<file path="config.mk">
export PLATFORM = sky130hd
export DESIGN_NAME = joy_input_top
export DESIGN_NICKNAME = d
export VERILOG_FILES = /design/src/source/joy_pkg.sv /design/src/source/joy_slot_if.sv /design/src/source/joy_slot_timer.sv /design/src/source/joy_deserializer.sv /design/src/source/joy_reset_fsm.sv /design/src/source/joy_input_top.sv
export SDC_FILE = /design/constraint.sdc
export NUM_CORES = 1
export LEC_CHECK = 0
export BUFFER_PORTS_ARGS = -buffer_cell sky130_fd_sc_hd__clkbuf_2
export CAP_MARGIN = 10
export CORE_AREA = 2 2 86 88
export CTS_BUF_LIST = sky130_fd_sc_hd__clkbuf_4 sky130_fd_sc_hd__clkbuf_8
export DETAILED_ROUTE_END_ITERATION = 8
export DIE_AREA = 0 0 88 90
export PLACE_DENSITY_LB_ADDON = 0.08
export SLEW_MARGIN = 20
export SYNTH_ARGS = -nofsm -noshare
export SYNTH_HDL_FRONTEND = slang
export SYNTH_SLANG_ARGS = --single-unit
</file>
<file path="constraint.sdc">
create_clock -name ena_x -period 4.5 [get_ports ena_x]
set_input_delay 1.125 -clock ena_x [delete_from_list [all_inputs] [get_ports ena_x]]
set_output_delay 1.125 -clock ena_x [all_outputs]
set_load 0.02 [all_outputs]
</file>
<file path="src/source/joy_pkg.sv">
//----------------------------------------------------------
// Shared definitions for the serial joystick front end.
// Frame constants, the vector types for slots, joystick
// words and coin lines, and the reset state encoding.
//----------------------------------------------------------

package joy_pkg;

  // ----------------------------------------------------------
  // Vector types
  // ----------------------------------------------------------

  typedef logic [4:0]  slot_t;      // Slot number in a frame from 0 to 25
  typedef logic [11:0] joy_word_t;  // One player's active-low controls
  typedef logic [1:0]  coin_t;      // Active-low {player B, player A}
  typedef logic [2:0]  hold_cnt_t;  // Consecutive held frames

  // Joystick word bit positions
  // 0..5  directions and fire buttons
  // 6, 7  extra buttons
  // 8     start
  // 9     coin
  // 10    extra button
  // 11    reset on player A, reboot on player B

  // ----------------------------------------------------------
  // Frame constants
  // ----------------------------------------------------------

  localparam slot_t SLOT_LAST       = slot_t'(25);  // 26 slots per frame
  localparam slot_t SLOT_FIRST_DATA = slot_t'(2);   // Slots 0 and 1 carry no data

  // Frames with player B bit 11 low before a reboot request
  localparam hold_cnt_t REBOOT_HOLD_FRAMES = hold_cnt_t'(4);

  // ----------------------------------------------------------
  // Reset FSM states
  // ----------------------------------------------------------

  typedef enum logic [1:0] {
    RUN,           // Idle, waiting for a held reboot button
    HOLD,          // Counting held frames
    REBOOT,        // One cycle reboot pulse
    WAIT_RELEASE   // Button must be let go before the next request
  } reset_state_t;

endpackage

</file>
<file path="src/source/joy_slot_if.sv">
//----------------------------------------------------------
// Slot timing bundle between the slot timer and the blocks
// that follow the serial frame. The timer drives it, the
// deserializer samples it.
//----------------------------------------------------------

interface joy_slot_if;

  import joy_pkg::*;

  slot_t slot;       // Current slot
  logic  load_n;     // Low in slot 0 to reload the adapter
  logic  frame_end;  // High in slot 25 of a complete frame
  logic  started;    // First slot 0 has been reached

  modport timer (
    output slot,
    output load_n,
    output frame_end,
    output started
  );

  // load_n is taken out at the top level
  modport sampler (
    input slot,
    input frame_end,
    input started
  );

endinterface

</file>
<file path="src/source/joy_slot_timer.sv">
//----------------------------------------------------------
// Slot counter for the joystick frame. Wraps from 25 to 0,
// decodes the adapter load strobe in slot 0 and the frame
// end strobe in slot 25 once a full frame has run.
//----------------------------------------------------------

module joy_slot_timer (
  input  logic ena_x,
  input  logic pll_lckd,
  joy_slot_if.timer sl
);

  import joy_pkg::*;

  slot_t slot_q;
  logic  started_q;

  // ----------------------------------------------------------
  // Counter
  // ----------------------------------------------------------

  // Reset parks on the last slot so the first edge gives slot 0
  always_ff @(posedge ena_x or negedge pll_lckd) begin
    if (!pll_lckd) begin
      slot_q    <= SLOT_LAST;
      started_q <= 1'b0;
    end else begin
      if (slot_q == SLOT_LAST) begin
        slot_q <= '0;
      end else begin
        slot_q <= slot_q + slot_t'(1);
      end
      started_q <= 1'b1;  // Set together with the first slot 0
    end
  end

  // ----------------------------------------------------------
  // Decodes
  // ----------------------------------------------------------

  assign sl.slot    = slot_q;
  assign sl.started = started_q;

  // Adapter reloads its shift register while low
  assign sl.load_n = (slot_q != '0);

  // Parked slot 25 after reset is not a real frame end
  assign sl.frame_end = started_q && (slot_q == SLOT_LAST);

endmodule

</file>
<file path="src/source/joy_deserializer.sv">
//----------------------------------------------------------
// Serial frame sampler. Each data slot lands in a shadow
// copy of both joystick words; at frame end the shadow is
// published in one step together with the coin pair.
//----------------------------------------------------------

module joy_deserializer (
  input  logic               ena_x,
  input  logic               pll_lckd,
  joy_slot_if.sampler        sl,
  input  logic               joy_data,
  input  logic               btn,
  output joy_pkg::joy_word_t joy_a,
  output joy_pkg::joy_word_t joy_b,
  output joy_pkg::coin_t     coin,
  output logic               frame_pub,
  output logic [1:0]         reset_pins
);

  import joy_pkg::*;

  joy_word_t shadow_a;
  joy_word_t shadow_b;
  joy_word_t shadow_a_nxt;  // Shadow including this cycle's bit
  joy_word_t shadow_b_nxt;

  // ----------------------------------------------------------
  // Slot map
  // ----------------------------------------------------------

  always_comb begin
    shadow_a_nxt = shadow_a;
    shadow_b_nxt = shadow_b;
    if (sl.started && (sl.slot >= SLOT_FIRST_DATA)) begin
      case (sl.slot)
        5'd2  : shadow_a_nxt[8]  = joy_data;  // Player A start
        5'd3  : shadow_a_nxt[6]  = joy_data;
        5'd4  : shadow_a_nxt[5]  = joy_data;
        5'd5  : shadow_a_nxt[4]  = joy_data;
        5'd6  : shadow_a_nxt[3]  = joy_data;
        5'd7  : shadow_a_nxt[2]  = joy_data;
        5'd8  : shadow_a_nxt[1]  = joy_data;
        5'd9  : shadow_a_nxt[0]  = joy_data;
        5'd10 : shadow_b_nxt[8]  = joy_data;  // Player B start
        5'd11 : shadow_b_nxt[6]  = joy_data;
        5'd12 : shadow_b_nxt[5]  = joy_data;
        5'd13 : shadow_b_nxt[4]  = joy_data;
        5'd14 : shadow_b_nxt[3]  = joy_data;
        5'd15 : shadow_b_nxt[2]  = joy_data;
        5'd16 : shadow_b_nxt[1]  = joy_data;
        5'd17 : shadow_b_nxt[0]  = joy_data;
        // Upper buttons come after both direction groups
        5'd18 : shadow_b_nxt[10] = joy_data;
        5'd19 : shadow_b_nxt[11] = joy_data;  // Reboot button
        5'd20 : shadow_b_nxt[9]  = joy_data;
        5'd21 : shadow_b_nxt[7]  = joy_data;
        5'd22 : shadow_a_nxt[10] = joy_data;
        5'd23 : shadow_a_nxt[11] = joy_data;  // Reset button
        5'd24 : shadow_a_nxt[9]  = joy_data;
        5'd25 : shadow_a_nxt[7]  = joy_data;
        default : ;
      endcase
    end
  end

  // Shadow words take one bit per data slot
  always_ff @(posedge ena_x) begin
    shadow_a <= shadow_a_nxt;
    shadow_b <= shadow_b_nxt;
  end

  // ----------------------------------------------------------
  // Publication
  // ----------------------------------------------------------

  always_ff @(posedge ena_x or negedge pll_lckd) begin
    if (!pll_lckd) begin
      joy_a     <= '1;
      joy_b     <= '1;
      coin      <= '1;
      frame_pub <= 1'b0;
    end else begin
      frame_pub <= sl.frame_end;
      if (sl.frame_end) begin
        joy_a <= shadow_a_nxt;  // Last bit of the frame goes straight through
        joy_b <= shadow_b_nxt;
        // Cabinet button doubles as player A coin
        coin  <= {shadow_b_nxt[9], shadow_a_nxt[9] & btn};
      end
    end
  end

  assign reset_pins = {joy_b[11], joy_a[11]};

endmodule

</file>
<file path="src/source/joy_reset_fsm.sv">
//----------------------------------------------------------
// Reset control from the published joystick words. Makes
// the arcade reset level from player A bit 11 or the reset
// key, and one reboot pulse when player B bit 11 is held.
//----------------------------------------------------------

module joy_reset_fsm (
  input  logic       ena_x,
  input  logic       pll_lckd,
  input  logic       frame_pub,
  input  logic [1:0] reset_pins,
  input  logic       reset_key,
  output logic       machine_reset,
  output logic       reboot
);

  import joy_pkg::*;

  reset_state_t state;
  reset_state_t state_nxt;
  hold_cnt_t    hold_cnt;
  hold_cnt_t    hold_cnt_nxt;
  logic         b_held;      // Published player B reboot button pressed
  logic         b_released;

  assign b_held     = frame_pub && !reset_pins[1];
  assign b_released = frame_pub && reset_pins[1];

  // ----------------------------------------------------------
  // Machine reset level
  // ----------------------------------------------------------

  always_ff @(posedge ena_x or negedge pll_lckd) begin
    if (!pll_lckd) begin
      machine_reset <= 1'b0;
    end else begin
      machine_reset <= reset_key | ~reset_pins[0];
    end
  end

  // ----------------------------------------------------------
  // Reboot request
  // ----------------------------------------------------------

  always_comb begin
    state_nxt    = state;
    hold_cnt_nxt = hold_cnt;
    case (state)
      RUN: begin
        if (b_held) begin
          state_nxt    = HOLD;
          hold_cnt_nxt = hold_cnt_t'(1);
        end
      end
      HOLD: begin
        if (b_released) begin
          state_nxt    = RUN;  // Let go too early
          hold_cnt_nxt = '0;
        end else if (b_held) begin
          hold_cnt_nxt = hold_cnt + hold_cnt_t'(1);
          if (hold_cnt_nxt == REBOOT_HOLD_FRAMES) begin
            state_nxt = REBOOT;
          end
        end
      end
      REBOOT: begin
        state_nxt    = WAIT_RELEASE;  // Single cycle only
        hold_cnt_nxt = '0;
      end
      WAIT_RELEASE: begin
        if (b_released) begin
          state_nxt = RUN;
        end
      end
      default: begin
        state_nxt    = RUN;
        hold_cnt_nxt = '0;
      end
    endcase
  end

  always_ff @(posedge ena_x or negedge pll_lckd) begin
    if (!pll_lckd) begin
      state    <= RUN;
      hold_cnt <= '0;
    end else begin
      state    <= state_nxt;
      hold_cnt <= hold_cnt_nxt;
    end
  end

  assign reboot = (state == REBOOT);

endmodule

</file>
<file path="src/source/joy_input_top.sv">
//----------------------------------------------------------
// Joystick front end top level. Ties the slot timer, the
// frame deserializer and the reset FSM together and brings
// the adapter load strobe and joystick words out.
//----------------------------------------------------------

module joy_input_top (
  input  logic               ena_x,
  input  logic               pll_lckd,
  input  logic               joy_data,    // Serial data from the adapter
  input  logic               btn,         // Board button for an extra coin
  input  logic               reset_key,   // From the keyboard
  output logic               joy_load_n,  // Adapter reload strobe
  output joy_pkg::joy_word_t joy_a,
  output joy_pkg::joy_word_t joy_b,
  output joy_pkg::coin_t     coin,
  output logic               machine_reset,
  output logic               reboot
);

  logic       frame_pub;
  logic [1:0] reset_pins;

  // ----------------------------------------------------------
  // Slot timing
  // ----------------------------------------------------------

  joy_slot_if slot_bus ();

  joy_slot_timer i_joy_slot_timer (
    .ena_x    (ena_x),
    .pll_lckd (pll_lckd),
    .sl       (slot_bus.timer)
  );

  assign joy_load_n = slot_bus.load_n;

  // ----------------------------------------------------------
  // Frame capture
  // ----------------------------------------------------------

  joy_deserializer i_joy_deserializer (
    .ena_x      (ena_x),
    .pll_lckd   (pll_lckd),
    .sl         (slot_bus.sampler),
    .joy_data   (joy_data),
    .btn        (btn),
    .joy_a      (joy_a),
    .joy_b      (joy_b),
    .coin       (coin),
    .frame_pub  (frame_pub),
    .reset_pins (reset_pins)
  );

  // ----------------------------------------------------------
  // Reset control
  // ----------------------------------------------------------

  joy_reset_fsm i_joy_reset_fsm (
    .ena_x         (ena_x),
    .pll_lckd      (pll_lckd),
    .frame_pub     (frame_pub),
    .reset_pins    (reset_pins),
    .reset_key     (reset_key),
    .machine_reset (machine_reset),
    .reboot        (reboot)
  );

endmodule

</file>
# Word-level counts from Yosys, hierarchy flattened
# Cells that the tools add are included.
dict set report totals {
  reg_bits 63
}
dict set report op_classes {
  n_reduce_logical 10
  order_cmp 1
  mux 37
  n_eq_ne 32
  add_sub_neg 2
  bitwise_logic 3
}
# op count
set op_table {}
lappend op_table {{$eq A5 B5 Y1 const B} 10}
lappend op_table {{$eq A5 B4 Y1 const B} 8}
lappend op_table {{$mux W1} 24}
lappend op_table {{$mux W12} 2}
lappend op_table {{$eq A5 B3 Y1 const B} 4}
lappend op_table {{$eq A5 B2 Y1 const B} 2}
lappend op_table {{$mux W2} 5}
lappend op_table {{$mux W3} 3}
lappend op_table {{$pmux W3 S3} 1}
lappend op_table {{$pmux W2 S4} 1}
lappend op_table {{$ne A3 B1 Y1 const B} 2}
lappend op_table {{$add A5 B1 Y5 const B} 1}
lappend op_table {{$ge A5 B2 Y1 const B} 1}
lappend op_table {{$mux W5} 1}
lappend op_table {{$reduce_bool A5 Y1} 1}
lappend op_table {{$eq A2 B2 Y1 const B} 2}
lappend op_table {{$logic_and A1 B1 Y1} 4}
lappend op_table {{$ne A2 B1 Y1 const B} 2}
lappend op_table {{$reduce_and A4 Y1} 1}
lappend op_table {{$add A3 B1 Y3 const B} 1}
lappend op_table {{$eq A3 B3 Y1 const B} 1}
lappend op_table {{$reduce_and A3 Y1} 1}
lappend op_table {{$reduce_bool A3 Y1} 1}
lappend op_table {{$eq A2 B1 Y1 const B} 1}
lappend op_table {{5 further kinds} 5}

# Longest topological paths before layout
dict set report depth {
  ltp_word 6
  ltp_mapped 7
  depth_no_buf 7
}

# Modules after synthesis
# Synthesis repeated with hierarchy kept, for this count alone.
dict set report hier_totals {
  cells_unflattened 300
  area_unflattened_um2 2961.6
}
# module seq_area_each_um2 cells_each n_inst area_each_um2
set modules_own_cells {}
lappend modules_own_cells {joy_deserializer 1162.4 228 1 2212.1}
lappend modules_own_cells {joy_reset_fsm 150.1 42 1 434.2}
lappend modules_own_cells {joy_slot_timer 153.9 30 1 315.3}

# Least setup slack after synthesis
# No wires, ideal clock.
dict set report synth_timing {
  path_kind {register to output}
  startpoint {reg i_joy_slot_timer.slot_q[0] (netlist: i_joy_slot_timer.sl.slot[0])}
  endpoint {out joy_load_n}
  path_stages_with_launch 5
  path_buffers 1
  arrival_ns 1.125
  slack_ns 2.250
  cell_sequence {dfstp_2 inv_1 ha_1 clkbuf_1 nand3_1}
}
dict set report synth_between {
  elab_chain_len 1
}
# element line_no
set synth_lines {}
lappend synth_lines {{start: declaration} joy_slot_timer.sv:15} ;# slot_t slot_q;
lappend synth_lines {{start signal: assignment} joy_slot_timer.sv:31} ;# slot_q <= slot_q + slot_t'(1);
lappend synth_lines {{$reduce_bool A5 Y1} joy_slot_timer.sv:45} ;# assign sl.load_n = (slot_q != '0);
lappend synth_lines {{end: declaration} joy_input_top.sv:13} ;# output logic joy_load_n,
# No other way between the ends.

# Worst setup path in the final report
# Ends and elaborated chain as after synthesis.

==> impl_metrics.env <==
export IMPL_status="finished, final reports clean"
export IMPL_wirelength_um=5110
export IMPL_start_kind="flip-flop"
export IMPL_fin_skew_ps=8.28
export IMPL_port_buffers=33
export IMPL_num_antenna_cells=0
export IMPL_cts_resized=0
export IMPL_synth_cell_types=38
export IMPL_hp_class="flip-flop to flip-flop"
export IMPL_regToRegSetupSlack_ps=2070
export IMPL_ctsHoldBuffers=0
export IMPL_register_area_mm2=0.00145
export IMPL_arrival_ps=1560
export IMPL_placementRows=31
export IMPL_r2r_cells=4
export IMPL_num_fill_cells=679
export IMPL_holdPathEnd="i_joy_deserializer.joy_a[0]"
export IMPL_design_die_area_mm2=0.00792
export IMPL_mostFrequentLayoutCells="clkbuf_2 (32), dfstp_2 (28), o21ai_0 (25)"
export IMPL_post_cts_buffers=0
export IMPL_synth_ff_type="dfstp_2"
export IMPL_grt_ovfl_total=0
export IMPL_finalMaxSlewViolations=0
export IMPL_routedWlPerCell_um=13.9
export IMPL_slew_headroom_pct=37.2
export IMPL_worst_setup_path_end_kind="output pin"
export IMPL_dp_final_hpwl_um=3460
export IMPL_rsz0062_at_grt="false"
export IMPL_multi_input_area_mm2=0.00111
export IMPL_max_cap_violations=0
export IMPL_min_period_ps=2680
export IMPL_dp_slack_ps=2020
export IMPL_async_flop_share_pct=62.3
export IMPL_r2r_end="i_joy_deserializer.joy_a[2]"
export IMPL_drc=0
export IMPL_core_mm2=0.00702
export IMPL_antenna_found_initial=0
export IMPL_setup_viol=0
export IMPL_grt_max_degree=39
export IMPL_power_density_mw_per_mm2=452
export IMPL_drive_above_1_share_pct=38.3
export IMPL_initialDrtViolationCount=45
export IMPL_hold_depth=2
export IMPL_setup_tns_ps=0
export IMPL_viasPerCell=4.72
export IMPL_grt_pass1_vias=1715
export IMPL_clock_path_buffers=2
export IMPL_gp_congestion=0.779
export IMPL_path_clk_slew_ps=70
export IMPL_chipWidth_um=88
export IMPL_fin_nets=281
export IMPL_syn_cell_area_mm2=0.00265
export IMPL_initial_core_util_pct=37.7
export IMPL_fin_ws_ps=1820
export IMPL_synth_avg_cell_area_um2=11.4
export IMPL_post_route_period_util_pct=59.7
export IMPL_ant_nets=0
export IMPL_yosys_warnings=0
export IMPL_cp_max_fo=8
export IMPL_synth_edf_count=0
export IMPL_vias=1737
export IMPL_clock_fmax_ghz=0.372
export IMPL_first_pass_iters=5
export IMPL_synthesis_instances=233
export IMPL_path_class="flip-flop to output pin"
export IMPL_hold_violations=0
export IMPL_htreeDepth=3
export IMPL_cts_tree="yes"
export IMPL_grt_usage_pct=14.5
export IMPL_final_common_cell="clkbuf_2"
export IMPL_num_io_pins=34
export IMPL_cp_data_required_time_ps=3380
export IMPL_syn_nets=250
export IMPL_clock_sinks=61
export IMPL_grt_pass1_wl_um=8780
export IMPL_clock_latency_ps=340
export IMPL_die_y_um=90
export IMPL_cts_buffers_inserted=9
export IMPL_yosysSeqAreaShare_pct=54.6
export IMPL_worst_pin_slew_ps=941
export IMPL_rr_startpoint="i_joy_slot_timer.sl.slot[0]"
export IMPL_irDropWorstVdd_mv=0.194
export IMPL_p_leak_uw=0.00137
export IMPL_cts_root_buf="clkbuf_8"
export IMPL_hold_path_startpoint="i_joy_deserializer.shadow_a[0]"
export IMPL_ys_seq_elements=61
export IMPL_layout_area_overhead_vs_synth_pct=18.0
==> cells by family after synthesis <==
| logic type | after synthesis | share of synthesized area (%) |
|---|---|---|
| muxes | 25 | 10.5 |
| adders and majority gates | 12 | 5.67 |
| AOI/OAI and AO/OA | 62 | 15.4 |
| other | 1 | 0.142 |
| xor gates and xnor gates | 1 | 0.331 |
| buffers and inverters | 22 | 3.59 |
| DFF | 61 | 54.6 |
| and+or+nand+nor | 49 | 9.68 |
==> flip-flops by register name (all words and copies together) (netlist names), named ones only <==
register	count
i_joy_reset_fsm.hold_cnt	3
i_joy_slot_timer.sl.started	1
i_joy_deserializer.coin	1
i_joy_slot_timer.sl.slot	5
i_joy_reset_fsm.machine_reset	1
i_joy_reset_fsm.state	1
i_joy_deserializer.joy_a	12
i_joy_deserializer.shadow_b	12
i_joy_deserializer.shadow_a	11
i_joy_deserializer.joy_b	12
i_joy_deserializer.frame_pub	1
==> worst max-delay path: stages, from the launching register on <==
cell      delay [ps]
dfstp_2          570
inv_1             70
ha_1             310
nand3_1          110
clkbuf_2         170
==> layout make-up <==
| class | count | area share [%] |
|---|---|---|
| Clock inverter | 4 | 3.04 |
| Inverter | 9 | 1.08 |
| Timing Repair Buffer | 33 | 5.29 |
| Sequential cell | 61 | 46.3 |
| Tap cell | 99 | 3.96 |
| Clock buffer | 12 | 4.89 |
| Multi-Input combinational cell | 150 | 35.4 |
==> worst max-delay path by stage <==
| stage | startpoint | endpoint | slack [ps] | depth (start not counted) |
|---|---|---|---|---|
| 6_report | i_joy_slot_timer.sl.slot[0] | joy_load_n | 1820 | 4 |
| 5_1_grt | i_joy_slot_timer.sl.slot[0] | joy_load_n | 1720 | 4 |
| 4_1_cts | i_joy_slot_timer.sl.slot[0] | joy_load_n | 1800 | 4 |
| 3_5_place_dp | i_joy_slot_timer.sl.slot[0] | i_joy_deserializer.joy_a[2] | 2020 | 4 |
| 3_3_place_gp | i_joy_slot_timer.sl.slot[2] | i_joy_deserializer.joy_b[10] | 2110 | 4 |
| 2_1_floorplan | i_joy_slot_timer.sl.slot[0] | joy_load_n | 2250 | 4 |
==> where the power goes <==
| group | internal, µW | switching [µW] |
|---|---|---|
| clock network | 395 | 210 |
| registers | 603 | 25.9 |
| logic | 75.7 | 103 |
==> layer usage <==
metal / part of all wire [%] / track usage (%) / routed length [µm]
met1: 50 / 20.6 / 2560
met2: 44 / 20.2 / 2270
met3: 3.7 / 4.96 / 188
met4: 1.7 / 5.77 / 86
met5: 0 / 0 / 0
==> synthesized netlist by cell type (3+ instances only) <==
library cell | n | area [µm²]
dfrtp_1 | 10 | 250
nor2_1 | 10 | 37.5
a31o_2 | 3 | 26.3
o21ai_0 | 25 | 125
a21boi_0 | 9 | 67.6
nand2b_1 | 6 | 37.5
dfxtp_1 | 23 | 460
o31ai_1 | 14 | 105
inv_1 | 9 | 33.8
ha_1 | 12 | 150
mux2_2 | 21 | 236
dfstp_2 | 28 | 736
nand3_1 | 6 | 30.0
nand4_1 | 4 | 25.0
clkbuf_1 | 5 | 18.8
nand2_1 | 11 | 41.3
buf_2 | 7 | 35.0
a21o_1 | 3 | 22.5
==> metrics by stage <==
stage / hold slack (ps) / total power, µW / util [%] / std cells / cell area (µm²)
global route: 441 / 1490 / 44.5 / 368 / 3120
detailed placement: 417 / 821 / 41.0 / 352 / 2880
finish: 417 / 1410 / 44.5 / 368 / 3120
floorplan: 376 / 770 / - / 233 / 2650
CTS: 424 / 1430 / 44.5 / 368 / 3120
global placement: 417 / 818 / 41.0 / 352 / 2880
Note: power is estimated with default switching activity, not from simulation.
